[src/rtl/rv_macros.svh]
// Core-wide constants; XLEN other than 32 is not supported by the decoder or the ALU
`ifndef RV_MACROS_SVH
`define RV_MACROS_SVH

// Data and address width
`define RV_XLEN 32

// Architectural register count, x0 included
`define RV_REG_COUNT 32

// First fetch address after reset
`define RV_RESET_PC 32'h0000_0000

// No compressed instructions, so every step is one word
`define RV_INSTR_STEP 32'd4

`endif

[src/rtl/rv_isa_pkg.sv]
// RV32I encodings for the subset kept here; byte/half memory and the M group are absent
package rv_isa_pkg;

`include "rv_macros.svh"

    typedef logic [`RV_XLEN-1:0] word_t;
    typedef logic [4:0]          reg_idx_t;

    typedef enum logic [6:0] {
        op_lui    = 7'b0110111,
        op_auipc  = 7'b0010111,
        op_jal    = 7'b1101111,
        op_jalr   = 7'b1100111,
        op_branch = 7'b1100011,
        op_load   = 7'b0000011,
        op_store  = 7'b0100011,
        op_imm    = 7'b0010011,
        op_reg    = 7'b0110011
    } opcode_t;

    // ALU selects, shared by R-type and I-type
    localparam logic [2:0] f3_add_sub = 3'b000;
    localparam logic [2:0] f3_sll     = 3'b001;
    localparam logic [2:0] f3_slt     = 3'b010;
    localparam logic [2:0] f3_sltu    = 3'b011;
    localparam logic [2:0] f3_xor     = 3'b100;
    localparam logic [2:0] f3_srl_sra = 3'b101;
    localparam logic [2:0] f3_or      = 3'b110;
    localparam logic [2:0] f3_and     = 3'b111;

    // Branch conditions
    localparam logic [2:0] f3_beq  = 3'b000;
    localparam logic [2:0] f3_bne  = 3'b001;
    localparam logic [2:0] f3_blt  = 3'b100;
    localparam logic [2:0] f3_bge  = 3'b101;
    localparam logic [2:0] f3_bltu = 3'b110;
    localparam logic [2:0] f3_bgeu = 3'b111;

    localparam logic [2:0] f3_word = 3'b010;  // LW / SW width
    localparam logic [2:0] f3_jalr = 3'b000;

    localparam logic [6:0] f7_base = 7'b0000000;
    localparam logic [6:0] f7_alt  = 7'b0100000;  // SUB, SRA, SRAI

    // R-type layout; other formats reuse these slices
    typedef struct packed {
        logic [6:0] funct7;
        reg_idx_t   rs2;
        reg_idx_t   rs1;
        logic [2:0] funct3;
        reg_idx_t   rd;
        logic [6:0] opcode;
    } instr_fields_t;

endpackage

[src/rtl/rv_core_pkg.sv]
// Microarchitecture types of the five-state core; depends on rv_isa_pkg being compiled first
package rv_core_pkg;

    import rv_isa_pkg::*;

    typedef enum logic [2:0] {
        st_fetch,
        st_latch,
        st_execute,
        st_memory,
        st_writeback
    } seq_state_t;

    // Ten RV32I operations plus a pass-through for LUI
    typedef enum logic [3:0] {
        alu_add, alu_sub, alu_sll, alu_slt, alu_sltu,
        alu_xor, alu_srl, alu_sra, alu_or,  alu_and,
        alu_pass_b
    } alu_op_t;

    typedef enum logic [2:0] {
        cls_alu,
        cls_load,
        cls_store,
        cls_branch,
        cls_jal,
        cls_jalr,
        cls_upper,    // LUI and AUIPC
        cls_illegal
    } instr_class_t;

    typedef struct packed {
        instr_class_t iclass;
        alu_op_t      alu_op;
        reg_idx_t     rs1;
        reg_idx_t     rs2;
        reg_idx_t     rd;
        word_t        imm;      // Already sign-extended
        logic [2:0]   funct3;
        logic         use_imm;  // Operand B from imm
        logic         use_pc;   // Operand A from PC
    } decoded_t;

endpackage

[src/rtl/rv_regfile_if.sv]
// Two asynchronous read ports and one write port; the write takes effect on the clock edge
`timescale 1ns/1ps

interface rv_regfile_if import rv_isa_pkg::*; ();

    reg_idx_t rs1_idx;
    reg_idx_t rs2_idx;
    word_t    rs1_data;
    word_t    rs2_data;

    reg_idx_t rd_idx;
    word_t    rd_data;
    logic     rd_we;

    modport core (output rs1_idx, rs2_idx, rd_idx, rd_data, rd_we,
                  input  rs1_data, rs2_data);

    modport rf   (input  rs1_idx, rs2_idx, rd_idx, rd_data, rd_we,
                  output rs1_data, rs2_data);

endinterface

[src/rtl/rv_alu.sv]
// Single-cycle combinational ALU; the branch compare always looks at both operands
`timescale 1ns/1ps

module rv_alu import rv_isa_pkg::*, rv_core_pkg::*; (
    input  word_t    op_a,
    input  word_t    op_b,
    input  decoded_t dec,
    output word_t    result,
    output logic     branch_taken
);

    logic [4:0] shamt;

    assign shamt = op_b[4:0];  // Upper bits ignored per ISA

    always_comb begin
        case (dec.alu_op)
            alu_add:    result = op_a + op_b;
            alu_sub:    result = op_a - op_b;
            alu_sll:    result = op_a << shamt;
            alu_slt:    result = word_t'($signed(op_a) < $signed(op_b));
            alu_sltu:   result = word_t'(op_a < op_b);   // SLTIU too, on sign-extended imm
            alu_xor:    result = op_a ^ op_b;
            alu_srl:    result = op_a >> shamt;
            alu_sra:    result = word_t'($signed(op_a) >>> shamt);
            alu_or:     result = op_a | op_b;
            alu_and:    result = op_a & op_b;
            alu_pass_b: result = op_b;
            default:    result = '0;
        endcase
    end

    always_comb begin
        case (dec.funct3)
            f3_beq:  branch_taken = (op_a == op_b);
            f3_bne:  branch_taken = (op_a != op_b);
            f3_blt:  branch_taken = ($signed(op_a) < $signed(op_b));
            f3_bge:  branch_taken = ($signed(op_a) >= $signed(op_b));
            f3_bltu: branch_taken = (op_a < op_b);
            f3_bgeu: branch_taken = (op_a >= op_b);
            default: branch_taken = 1'b0;
        endcase
    end

endmodule

[src/rtl/rv_control.sv]
// Fixed 5-cycle sequencer; memories must answer one cycle after each strobe, no stall input
`timescale 1ns/1ps

`include "rv_macros.svh"

module rv_control import rv_isa_pkg::*, rv_core_pkg::*; (
    input  logic        clk,
    input  logic        rst,
    rv_regfile_if.core  rf,
    input  decoded_t    dec,
    input  word_t       alu_result,
    input  logic        branch_taken,
    output word_t       op_a,
    output word_t       op_b,
    output word_t       instr_reg,
    input  word_t       instr_out,
    input  word_t       data_out,
    output logic        instr_read,
    output word_t       instr_addr,
    output logic        data_read,
    output logic [3:0]  data_write,
    output word_t       data_addr,
    output word_t       data_in
);

    seq_state_t state;
    word_t      pc;
    word_t      pc_plus4;
    word_t      next_pc;
    word_t      alu_q;      // Data address, jump target or write-back value
    word_t      store_q;
    logic       taken_q;
    logic       writes_rd;

    assign pc_plus4 = pc + `RV_INSTR_STEP;

    always_ff @(posedge clk or posedge rst) begin
        if (rst) begin
            state <= st_fetch;
            pc    <= `RV_RESET_PC;
        end else begin
            case (state)
                st_fetch:   state <= st_latch;
                st_latch:   state <= st_execute;
                st_execute: state <= st_memory;
                st_memory:  state <= st_writeback;
                default: begin
                    state <= st_fetch;
                    pc    <= next_pc;
                end
            endcase
        end
    end

    always_ff @(posedge clk) begin
        if (state == st_latch) begin
            instr_reg <= instr_out;
        end
        if (state == st_execute) begin
            alu_q   <= alu_result;
            taken_q <= branch_taken;
            store_q <= rf.rs2_data;
        end
    end

    assign op_a = dec.use_pc  ? pc      : rf.rs1_data;
    assign op_b = dec.use_imm ? dec.imm : rf.rs2_data;

    always_comb begin
        case (dec.iclass)
            cls_branch: next_pc = taken_q ? pc + dec.imm : pc_plus4;
            cls_jal:    next_pc = alu_q;
            cls_jalr:   next_pc = {alu_q[`RV_XLEN-1:1], 1'b0};  // Bit 0 cleared
            default:    next_pc = pc_plus4;                     // Illegal just steps on
        endcase
    end

    always_comb begin
        case (dec.iclass)
            cls_load:          rf.rd_data = data_out;
            cls_jal, cls_jalr: rf.rd_data = pc_plus4;  // Link address
            default:           rf.rd_data = alu_q;
        endcase
    end

    assign writes_rd = (dec.iclass == cls_alu)  || (dec.iclass == cls_load) ||
                       (dec.iclass == cls_jal)  || (dec.iclass == cls_jalr) ||
                       (dec.iclass == cls_upper);

    assign rf.rs1_idx = dec.rs1;
    assign rf.rs2_idx = dec.rs2;
    assign rf.rd_idx  = dec.rd;
    assign rf.rd_we   = (state == st_writeback) && writes_rd;

    // Memory strobes
    assign instr_read = (state == st_fetch);
    assign instr_addr = pc;
    assign data_read  = (state == st_memory) && (dec.iclass == cls_load);
    assign data_write = ((state == st_memory) && (dec.iclass == cls_store)) ? 4'b1111 : 4'b0000;
    assign data_addr  = alu_q;
    assign data_in    = store_q;

endmodule

[src/rtl/rv_core.sv]
// RV32I core top; word accesses only, synchronous memories with one-cycle read latency
`timescale 1ns/1ps

module rv_core import rv_isa_pkg::*, rv_core_pkg::*; (
    input  logic        clk,
    input  logic        rst,
    input  word_t       instr_out,
    input  word_t       data_out,
    output logic        instr_read,
    output word_t       instr_addr,
    output logic        data_read,
    output logic [3:0]  data_write,
    output word_t       data_addr,
    output word_t       data_in
);

    word_t    instr_reg;
    word_t    op_a;
    word_t    op_b;
    word_t    alu_result;
    logic     branch_taken;
    decoded_t dec;

    rv_regfile_if rf_bus ();

    rv_control control_i (
        .clk          (clk),
        .rst          (rst),
        .rf           (rf_bus.core),
        .dec          (dec),
        .alu_result   (alu_result),
        .branch_taken (branch_taken),
        .op_a         (op_a),
        .op_b         (op_b),
        .instr_reg    (instr_reg),
        .instr_out    (instr_out),
        .data_out     (data_out),
        .instr_read   (instr_read),
        .instr_addr   (instr_addr),
        .data_read    (data_read),
        .data_write   (data_write),
        .data_addr    (data_addr),
        .data_in      (data_in)
    );

    rv_decode decode_i (
        .instr (instr_reg),
        .dec   (dec)
    );

    rv_alu alu_i (
        .op_a         (op_a),
        .op_b         (op_b),
        .dec          (dec),
        .result       (alu_result),
        .branch_taken (branch_taken)
    );

    rv_regfile regfile_i (
        .clk (clk),
        .rst (rst),
        .rf  (rf_bus.rf)
    );

endmodule

[src/rtl/rv_decode.sv]
// Combinational decoder; anything outside the supported subset decodes as cls_illegal
`timescale 1ns/1ps

module rv_decode import rv_isa_pkg::*, rv_core_pkg::*; (
    input  word_t    instr,
    output decoded_t dec
);

    instr_fields_t f;
    word_t         imm_i, imm_s, imm_b, imm_u, imm_j;
    alu_op_t       funct_op;
    logic          alt;

    assign f   = instr;
    assign alt = (f.funct7 == f7_alt);

    assign imm_i = {{20{instr[31]}}, instr[31:20]};
    assign imm_s = {{20{instr[31]}}, instr[31:25], instr[11:7]};
    assign imm_b = {{20{instr[31]}}, instr[7], instr[30:25], instr[11:8], 1'b0};
    assign imm_u = {instr[31:12], 12'b0};
    assign imm_j = {{12{instr[31]}}, instr[19:12], instr[20], instr[30:21], 1'b0};

    // Operation for OP and OP-IMM; SUB exists only in register form
    always_comb begin
        case (f.funct3)
            f3_add_sub: funct_op = (alt && f.opcode == op_reg) ? alu_sub : alu_add;
            f3_sll:     funct_op = alu_sll;
            f3_slt:     funct_op = alu_slt;
            f3_sltu:    funct_op = alu_sltu;
            f3_xor:     funct_op = alu_xor;
            f3_srl_sra: funct_op = alt ? alu_sra : alu_srl;
            f3_or:      funct_op = alu_or;
            f3_and:     funct_op = alu_and;
            default:    funct_op = alu_add;
        endcase
    end

    always_comb begin
        dec         = '0;
        dec.iclass  = cls_illegal;
        dec.alu_op  = alu_add;
        dec.rs1     = f.rs1;
        dec.rs2     = f.rs2;
        dec.rd      = f.rd;
        dec.funct3  = f.funct3;
        dec.imm     = imm_i;
        dec.use_imm = 1'b1;
        case (f.opcode)
            op_reg: begin
                dec.use_imm = 1'b0;
                dec.alu_op  = funct_op;
                if (f.funct7 == f7_base || (alt && (f.funct3 == f3_add_sub ||
                                                    f.funct3 == f3_srl_sra))) begin
                    dec.iclass = cls_alu;
                end
            end
            op_imm: begin
                dec.alu_op = funct_op;
                // Shift immediates carry funct7 in imm[11:5]
                if ((f.funct3 != f3_sll && f.funct3 != f3_srl_sra) || f.funct7 == f7_base ||
                    (alt && f.funct3 == f3_srl_sra)) begin
                    dec.iclass = cls_alu;
                end
            end
            op_load:   if (f.funct3 == f3_word) dec.iclass = cls_load;
            op_store: begin
                dec.imm = imm_s;
                if (f.funct3 == f3_word) dec.iclass = cls_store;
            end
            op_branch: begin
                dec.imm     = imm_b;
                dec.use_imm = 1'b0;            // ALU compares rs1 with rs2
                if (f.funct3[2:1] != 2'b01) dec.iclass = cls_branch;
            end
            op_jal: begin
                dec.iclass = cls_jal;
                dec.imm    = imm_j;
                dec.use_pc = 1'b1;
            end
            op_jalr:   if (f.funct3 == f3_jalr) dec.iclass = cls_jalr;
            op_lui: begin
                dec.iclass = cls_upper;
                dec.imm    = imm_u;
                dec.alu_op = alu_pass_b;
            end
            op_auipc: begin
                dec.iclass = cls_upper;
                dec.imm    = imm_u;
                dec.use_pc = 1'b1;
            end
            default: dec.iclass = cls_illegal;
        endcase
    end

endmodule

[src/rtl/rv_regfile.sv]
// Flop-based register file; reads are combinational, x0 reads zero and ignores writes
`timescale 1ns/1ps

`include "rv_macros.svh"

module rv_regfile import rv_isa_pkg::*; (
    input  logic clk,
    input  logic rst,
    rv_regfile_if.rf rf
);

    word_t regs [`RV_REG_COUNT];

    always_ff @(posedge clk or posedge rst) begin
        if (rst) begin
            for (int i = 0; i < `RV_REG_COUNT; i++) begin
                regs[i] <= '0;
            end
        end else if (rf.rd_we && rf.rd_idx != '0) begin
            regs[rf.rd_idx] <= rf.rd_data;
        end
    end

    // x0 hardwired
    assign rf.rs1_data = (rf.rs1_idx == '0) ? '0 : regs[rf.rs1_idx];
    assign rf.rs2_data = (rf.rs2_idx == '0) ? '0 : regs[rf.rs2_idx];

endmodule

[config.mk]
export PLATFORM = sky130hd
export DESIGN_NAME = rv_core
export DESIGN_NICKNAME = d
export VERILOG_FILES = /design/src/rtl/rv_isa_pkg.sv /design/src/rtl/rv_core_pkg.sv /design/src/rtl/rv_regfile_if.sv /design/src/rtl/rv_alu.sv /design/src/rtl/rv_control.sv /design/src/rtl/rv_core.sv /design/src/rtl/rv_decode.sv /design/src/rtl/rv_regfile.sv
export VERILOG_INCLUDE_DIRS = /design/src /design/src/rtl
export SDC_FILE = /design/constraint.sdc
export NUM_CORES = 2
export LEC_CHECK = 0
export BUFFER_PORTS_ARGS = -buffer_cell sky130_fd_sc_hd__buf_2
export CAP_MARGIN = 20
export CORE_ASPECT_RATIO = 1.4
export CORE_MARGIN = 1.5
export CORE_UTILIZATION = 45
export DETAILED_ROUTE_END_ITERATION = 12
export PLACE_DENSITY = 0.61
export SYNTH_ARGS = -nofsm -noshare
export SYNTH_HDL_FRONTEND = slang
export SYNTH_SLANG_ARGS = --single-unit
[constraint.sdc]
create_clock -name clk -period 52.8 [get_ports clk]
set_input_delay 7.92 -clock clk [delete_from_list [all_inputs] [get_ports clk]]
set_output_delay 7.92 -clock clk [all_outputs]
set_load 0.01 [all_outputs]
## Word-level counts from Yosys, hierarchy flattened

Cells that the tools add are included.

| operators by class | value |
|---|---|
| add/sub/neg operators | 4 |
| $lt $le $gt $ge | 8 |
| eq/ne operators | 42 |
| shifts and indexed selects | 3 |
| mux-type cells | 33 |
| bitwise gates (word level) | 6 |
| reduce and logical (&&, ||, !) cells | 31 |

Operators with widths:

| kind | number |
|---|---|
| bitwise mux 1024 bit | 1 |
| one-hot mux 32 bit (11 select lines) | 1 |
| binary-select mux 32 bit (select 5 bit) | 2 |
| two-way mux 32 bit | 10 |
| demux 32 bit (select 5 bit) | 1 |
| one-hot mux 31 bit (4 select lines) | 1 |
| one-hot mux 32 bit (3 select lines) | 1 |
| adder 32 bit | 2 |
| >= comparator 32 bit | 2 |
| < comparator 32 bit | 2 |
| one-hot mux 32 bit (2 select lines) | 1 |
| adder 32 x 3 -> 32 bit (second input constant) | 1 |
| bitwise AND 32 bit | 1 |
| equality test 32 bit | 1 |
| inequality test 32 bit | 1 |
| bitwise OR 32 bit | 1 |
| one-hot mux 4 bit (8 select lines) | 1 |
| << shifter 32 x 5 -> 32 bit | 1 |
| right shift 32 x 5 -> 32 bit | 1 |
| >>> shifter 32 x 5 -> 32 bit | 1 |
| subtractor 32 bit | 1 |
| bitwise XOR 32 bit | 1 |
| equality test 7 x 6 -> 1 bit (second input constant) | 4 |
| equality test 3 bit (second input constant) | 8 |
| 32 further kinds | 80 |

| storage, ports and cells | value |
|---|---|
| bits in registers | 1156 |
| bits of input ports | 66 |
| output and inout bits | 102 |
| logic and storage cells | 165 |

## Longest topological paths before layout

| depth | value |
|---|---|
| word-level depth | 13 |
| depth in mapped cells | 28 |

## By module

Synthesis repeated with hierarchy kept, for this count alone.

| unflattened totals | value |
|---|---|
| cell total of the unflattened synthesis | 6041 |
| area, all modules | 73688.2 um2 |

Modules (own cells, without submodules):

| module | instances | cells each | area an instance (um2) | seq. area each (um2) |
|---|---|---|---|---|
| rv_regfile | 1 | 3614 | 54831.3 | 25624.6 |
| rv_alu | 1 | 1420 | 9211.3 | 0.0 |
| rv_control | 1 | 869 | 8718.4 | 3788.6 |
| rv_decode | 1 | 138 | 927.1 | 0.0 |

## Worst setup path after synthesis

Ideal clock, no wire load.

| timing path | value |
|---|---|
| path kind | reg2out |
| start point | register control_i.instr_reg[2] |
| end point | output port data_write[1] |
| arrival time | 2.464 ns |
| path slack | 42.416 ns |
| cell stages (with the launch flop) | 10 |
| cell sequence | edfxtp_1 > buf_2 > and4_1 > and3_1 > clkbuf_1 > nor2_1 > nand3_1 > clkbuf_1 > nor4_1 > buf_4 |

| on the way | value |
|---|---|
| cells in the longest elaborated chain, start to end | 6 |

Ends and longest elaborated chain:

| what | RTL line | source |
|---|---|---|
| start, declared | rv_control.sv:15 | `output word_t instr_reg,` |
| start signal, assigned | rv_control.sv:57 | `instr_reg <= instr_out;` |
| equality test 7 x 6 -> 1 bit or equality test 7 x 5 -> 1 bit (tied branches) | rv_decode.sv:48 | `case (f.opcode)` |
| OR reduction 2 bit (no source line) | -- |  |
| one-hot mux 3 bit (8 select lines) (*) | rv_decode.sv:48 |  |
| equality test 3 x 2 -> 1 bit (*) | rv_control.sv:99 | `assign data_write = ((state == st_memory) && (dec.iclass == cls_store)) ? 4'b1111 : 4'b0000;` |
| logical AND 1 bit (*) | rv_control.sv:99 |  |
| two-way mux 4 bit (*) | rv_control.sv:99 |  |
| end, declared | rv_core.sv:12 | `output logic [3:0] data_write,` |

Every way passes the cells marked *; elsewhere a longest branch is shown, timed or not.

## Final worst setup path

| timing path | value |
|---|---|
| start point | register control_i.instr_reg[13] |
| end point | output port data_write[0] |

| on the way | value |
|---|---|
| cells in the longest elaborated chain, start to end | 9 |

Ends and longest elaborated chain:

| what | RTL line | source |
|---|---|---|
| inequality test 3 x 1 -> 1 bit, or another cell as far along | rv_decode.sv:60 | `if ((f.funct3 != f3_sll && f.funct3 != f3_srl_sra) \|\| f.funct7 == f7_base \|\|` |
| logical AND 1 bit or logical OR 1 bit (tied branches) | rv_decode.sv:60, rv_decode.sv:52 |  |
| logical OR 1 bit or logical AND 1 bit (tied branches) | rv_decode.sv:60, rv_decode.sv:52 |  |
| logical OR 1 bit, on equally long branches | rv_decode.sv:60, rv_decode.sv:52 |  |
| two-way mux 3 bit, on equally long branches | rv_decode.sv:60, rv_decode.sv:52 |  |
| one-hot mux 3 bit (8 select lines) (*) | rv_decode.sv:48 |  |
| equality test 3 x 2 -> 1 bit (*) | rv_control.sv:99 |  |
| logical AND 1 bit (*) | rv_control.sv:99 |  |
| two-way mux 4 bit (*) | rv_control.sv:99 |  |

Marked as above.

==> flow_summary_export.csv <==
group,metric,value,unit
status,outcome,"finished, final reports clean",
grt,grt_pass1_vias,57600,
grt,grt_pass1_wl,418000,um
layout,drive_gt1_share,18.4,%
timing,tightestPinTransition,1.23,ns
layout,syn_to_final_growth,9.16,%
power,power_density,23.5,nW/um^2
power,power,0.00179,W
synth,ys_async_sr_fraction,91.6,%
cts,clk_pin_slew,0.07,ns
worst_setup_path,required,44.88,ns
synth,synth.distinct_cells,99,
cts,cts_buffers,113,
worst_setup_path,cp.arrival,3.90,ns
worst_setup_path,rr_worst_depth,21,
cts,ctsResizeCount,0,
timing,rsz0062_at_grt,"false",
detailed_routing,wl_per_cell,32.6,um
floorplanning,io_pins,168,
placed_design,hpwl,195000,um
grt,grt_start_max_net_pins,121,
layout,nNetsFinal,6989,
power,pwr-share-comb,1.2,%
layout,final_common_cell,"nand2_1",
power,p_seq_share,50.1,%
timing,tns,0,ns
timing,setup_violations,0,
placed_design,globalplace.congestion,1.05,
synth,synth.top_cell.area_share,38.0,%
power,pwr-share-clk,48.7,%
synth,synth.largest_area_cell,"dfrtp_1",
hold_path,min_delay_path_depth,0,
cts,ctsHoldBuffers,0,
grt,antenna_found_initial,9,
cts,cts_setup_buffers,0,
synth,synth_edf_count,97,
floorplanning,die_x,336,um
power,switching_share,22.4,%
synth,syn_inst,6973,
synth,synth_ff_type,"dfrtp_1",
detailed_routing,ant_nets,0,
synth,synth_seq_cells,1156,
grt,overflow,0,
floorplanning,die_area,157000,sq um
detailed_routing,drc,0,
timing,hold_viol,0,
layout,largest_reg_flops,1024,
cts,cts_root_buffer,"clkbuf_16",
timing,max_freq,84.6,MHz
synth,netlist_area,69700,sq um
detailed_routing,drtPass1Iterations,6,
worst_setup_path,endpoint_kind,"primary output",
cts,h-tree-depth,3,
synth,yosysWarnings,0,
placed_design,post_dp_cell_area,72100,sq um
power,p_leak,32.3,nW
detailed_routing,drtIter0Drc,6467,
placed_design,dp_slack,40.72,ns
floorplanning,start_util,45.4,%
layout,mostFrequentLayoutCells,"nand2_1 (1297), dfrtp_1 (1058), o21ai_0 (1038)",
grt,track_usage,37.1,%
timing,fin_worst_skew,0.0588,ns
cts,cts.sink_count,1156,
worst_setup_path,path_class,"flop to primary output",
synth,synth_area_leaders,"dfrtp_1 (38%), mux4_2 (15%), o21ai_0 (7.6%)",
worst_setup_path,critPathLaunchType,"flop",
detailed_routing,num_vias,58800,
layout,fin_area,76100,sq um
timing,max_slew_margin,15.3,%
floorplanning,core,154000,sq um
layout,final_util,49.6,%
power,power_switching,0.000400,W
detailed_routing,wirelength,292000,um
power,p_int,0.00139,W
placed_design,io_buffers,167,
cts,cts_tree,"done",
floorplanning,rows,170,
run,maxCapViolCount,0,
timing,fin_ws,40.98,ns
worst_setup_path,critPathMaxFanout,21,
cts,worst_skew_pair.late_latency,0.81,ns
synth,syn_avg_cell_area,10.0,sq um
power,ir_worst_vdd,0.0288,mV
cts,clockBufferDepth,3,
timing,final.min_clock_period,11.82,ns
floorplanning,fp.dieH,469,um
timing,drv_slew,0,
synth,synthesis.nets,7171,
synth,yosysSeqAreaShare,42.2,%
timing,post-route-period-util,22.4,%
detailed_routing,viasPerCell,6.57,
layout,top_register,"regfile_i.regs",
hold_path,hp-class,"flop to flop",
-- final timing paths --
| kind | start | end | slack [ns] |
|---|---|---|---|
| max in group asynchronous | rst | control_i.state[2] | 41.65 |
| setup / recovery | control_i.instr_reg[13] | data_write[0] | 40.98 |
| setup reg to reg | control_i.instr_reg[15] | control_i.data_addr[31] | 42.86 |
| hold / removal | regfile_i.regs[992] | regfile_i.regs[992] | 0.38 |
| min in group asynchronous | rst | regfile_i.regs[87] | 7.31 |
| hold reg to reg | regfile_i.regs[992] | regfile_i.regs[992] | 0.38 |
-- area by class of cell --
type	count	area [sq um]
fillers	14000	77500
multi-input cells	5007	37200
flip-flops and latches	1156	29400
clock buffers	159	3240
well taps	2064	2580
repair buffers	374	2480
clock inverters	50	676
inverters	139	529
diodes	5	12.5
-- cells in the mapped netlist (26+ instances only) --
cell type,n
a21oi_1,238
a31oi_1,33
or2_2,26
a221oi_1,56
inv_1,128
clkbuf_1,490
mux2i_1,189
nand3_1,80
a22oi_1,83
buf_2,97
buf_1,28
mux2_2,66
o22ai_1,73
o21ai_0,1059
dfrtp_1,1059
nand4_1,40
o21ai_1,89
xor2_1,26
a211oi_1,37
nand2_1,1301
mux4_2,465
o221ai_1,28
nor3_1,124
a22o_1,31
buf_6,31
and3_1,28
nor2_1,249
ha_1,129
a21o_1,51
edfxtp_1,97
nor2b_1,33
xnor2_1,49
-- kinds of logic (layout without fill, tap and decap cells) --
| group | Yosys count | count (layout) | share of synthesized area, % |
|---|---|---|---|
| and+or+nand+nor | 2012 | 2012 | 12.4 |
| other | 0 | 5 | 0 |
| buffers and inverters | 810 | 722 | 5.11 |
| xor gates and xnor gates | 75 | 75 | 0.942 |
| DFF | 1156 | 1156 | 42.2 |
| muxes | 744 | 744 | 19.4 |
| adders and majority gates | 132 | 132 | 2.40 |
| AOI/OAI and AO/OA | 2044 | 2044 | 17.6 |
-- routing by layer --
| layer | GRT usage [%] | routed length, um |
|---|---|---|
| met3 | 7.78 | 26000 |
| met1 | 45.6 | 108000 |
| met5 | 0 | 13 |
| met2 | 58.5 | 134000 |
| met4 | 25.8 | 24100 |
-- critical path, stage by stage (launching register included) --
cell and delay (ns):
edfxtp_1 0.74, nor2b_1 0.31, nor2b_1 0.24, nor3_1 0.06, o21ai_0 0.27, nand3_1 0.11, buf_4 0.24, nor4_1 0.84
buf_2 0.27
-- metrics by stage --
stage                     cells  hold slack, ns
after global placement     8730           0.365
after global routing       8953           0.391
after CTS                  8945           0.379
after detailed placement   8736           0.365
after floorplan            6973           0.428
final                      8954           0.380
-- power by group through the flow --
stage	Clock [W]	Sequential, W	Combinational [W]
after floorplan	0	0.000913	0.0000129
after global placement	0	0.000912	0.0000217
after detailed placement	0	0.000912	0.0000220
after CTS	0.000880	0.000895	0.0000221
after global routing	0.000912	0.000894	0.0000250
final	0.000870	0.000895	0.0000215
Note: power is estimated with default switching activity, not from simulation.
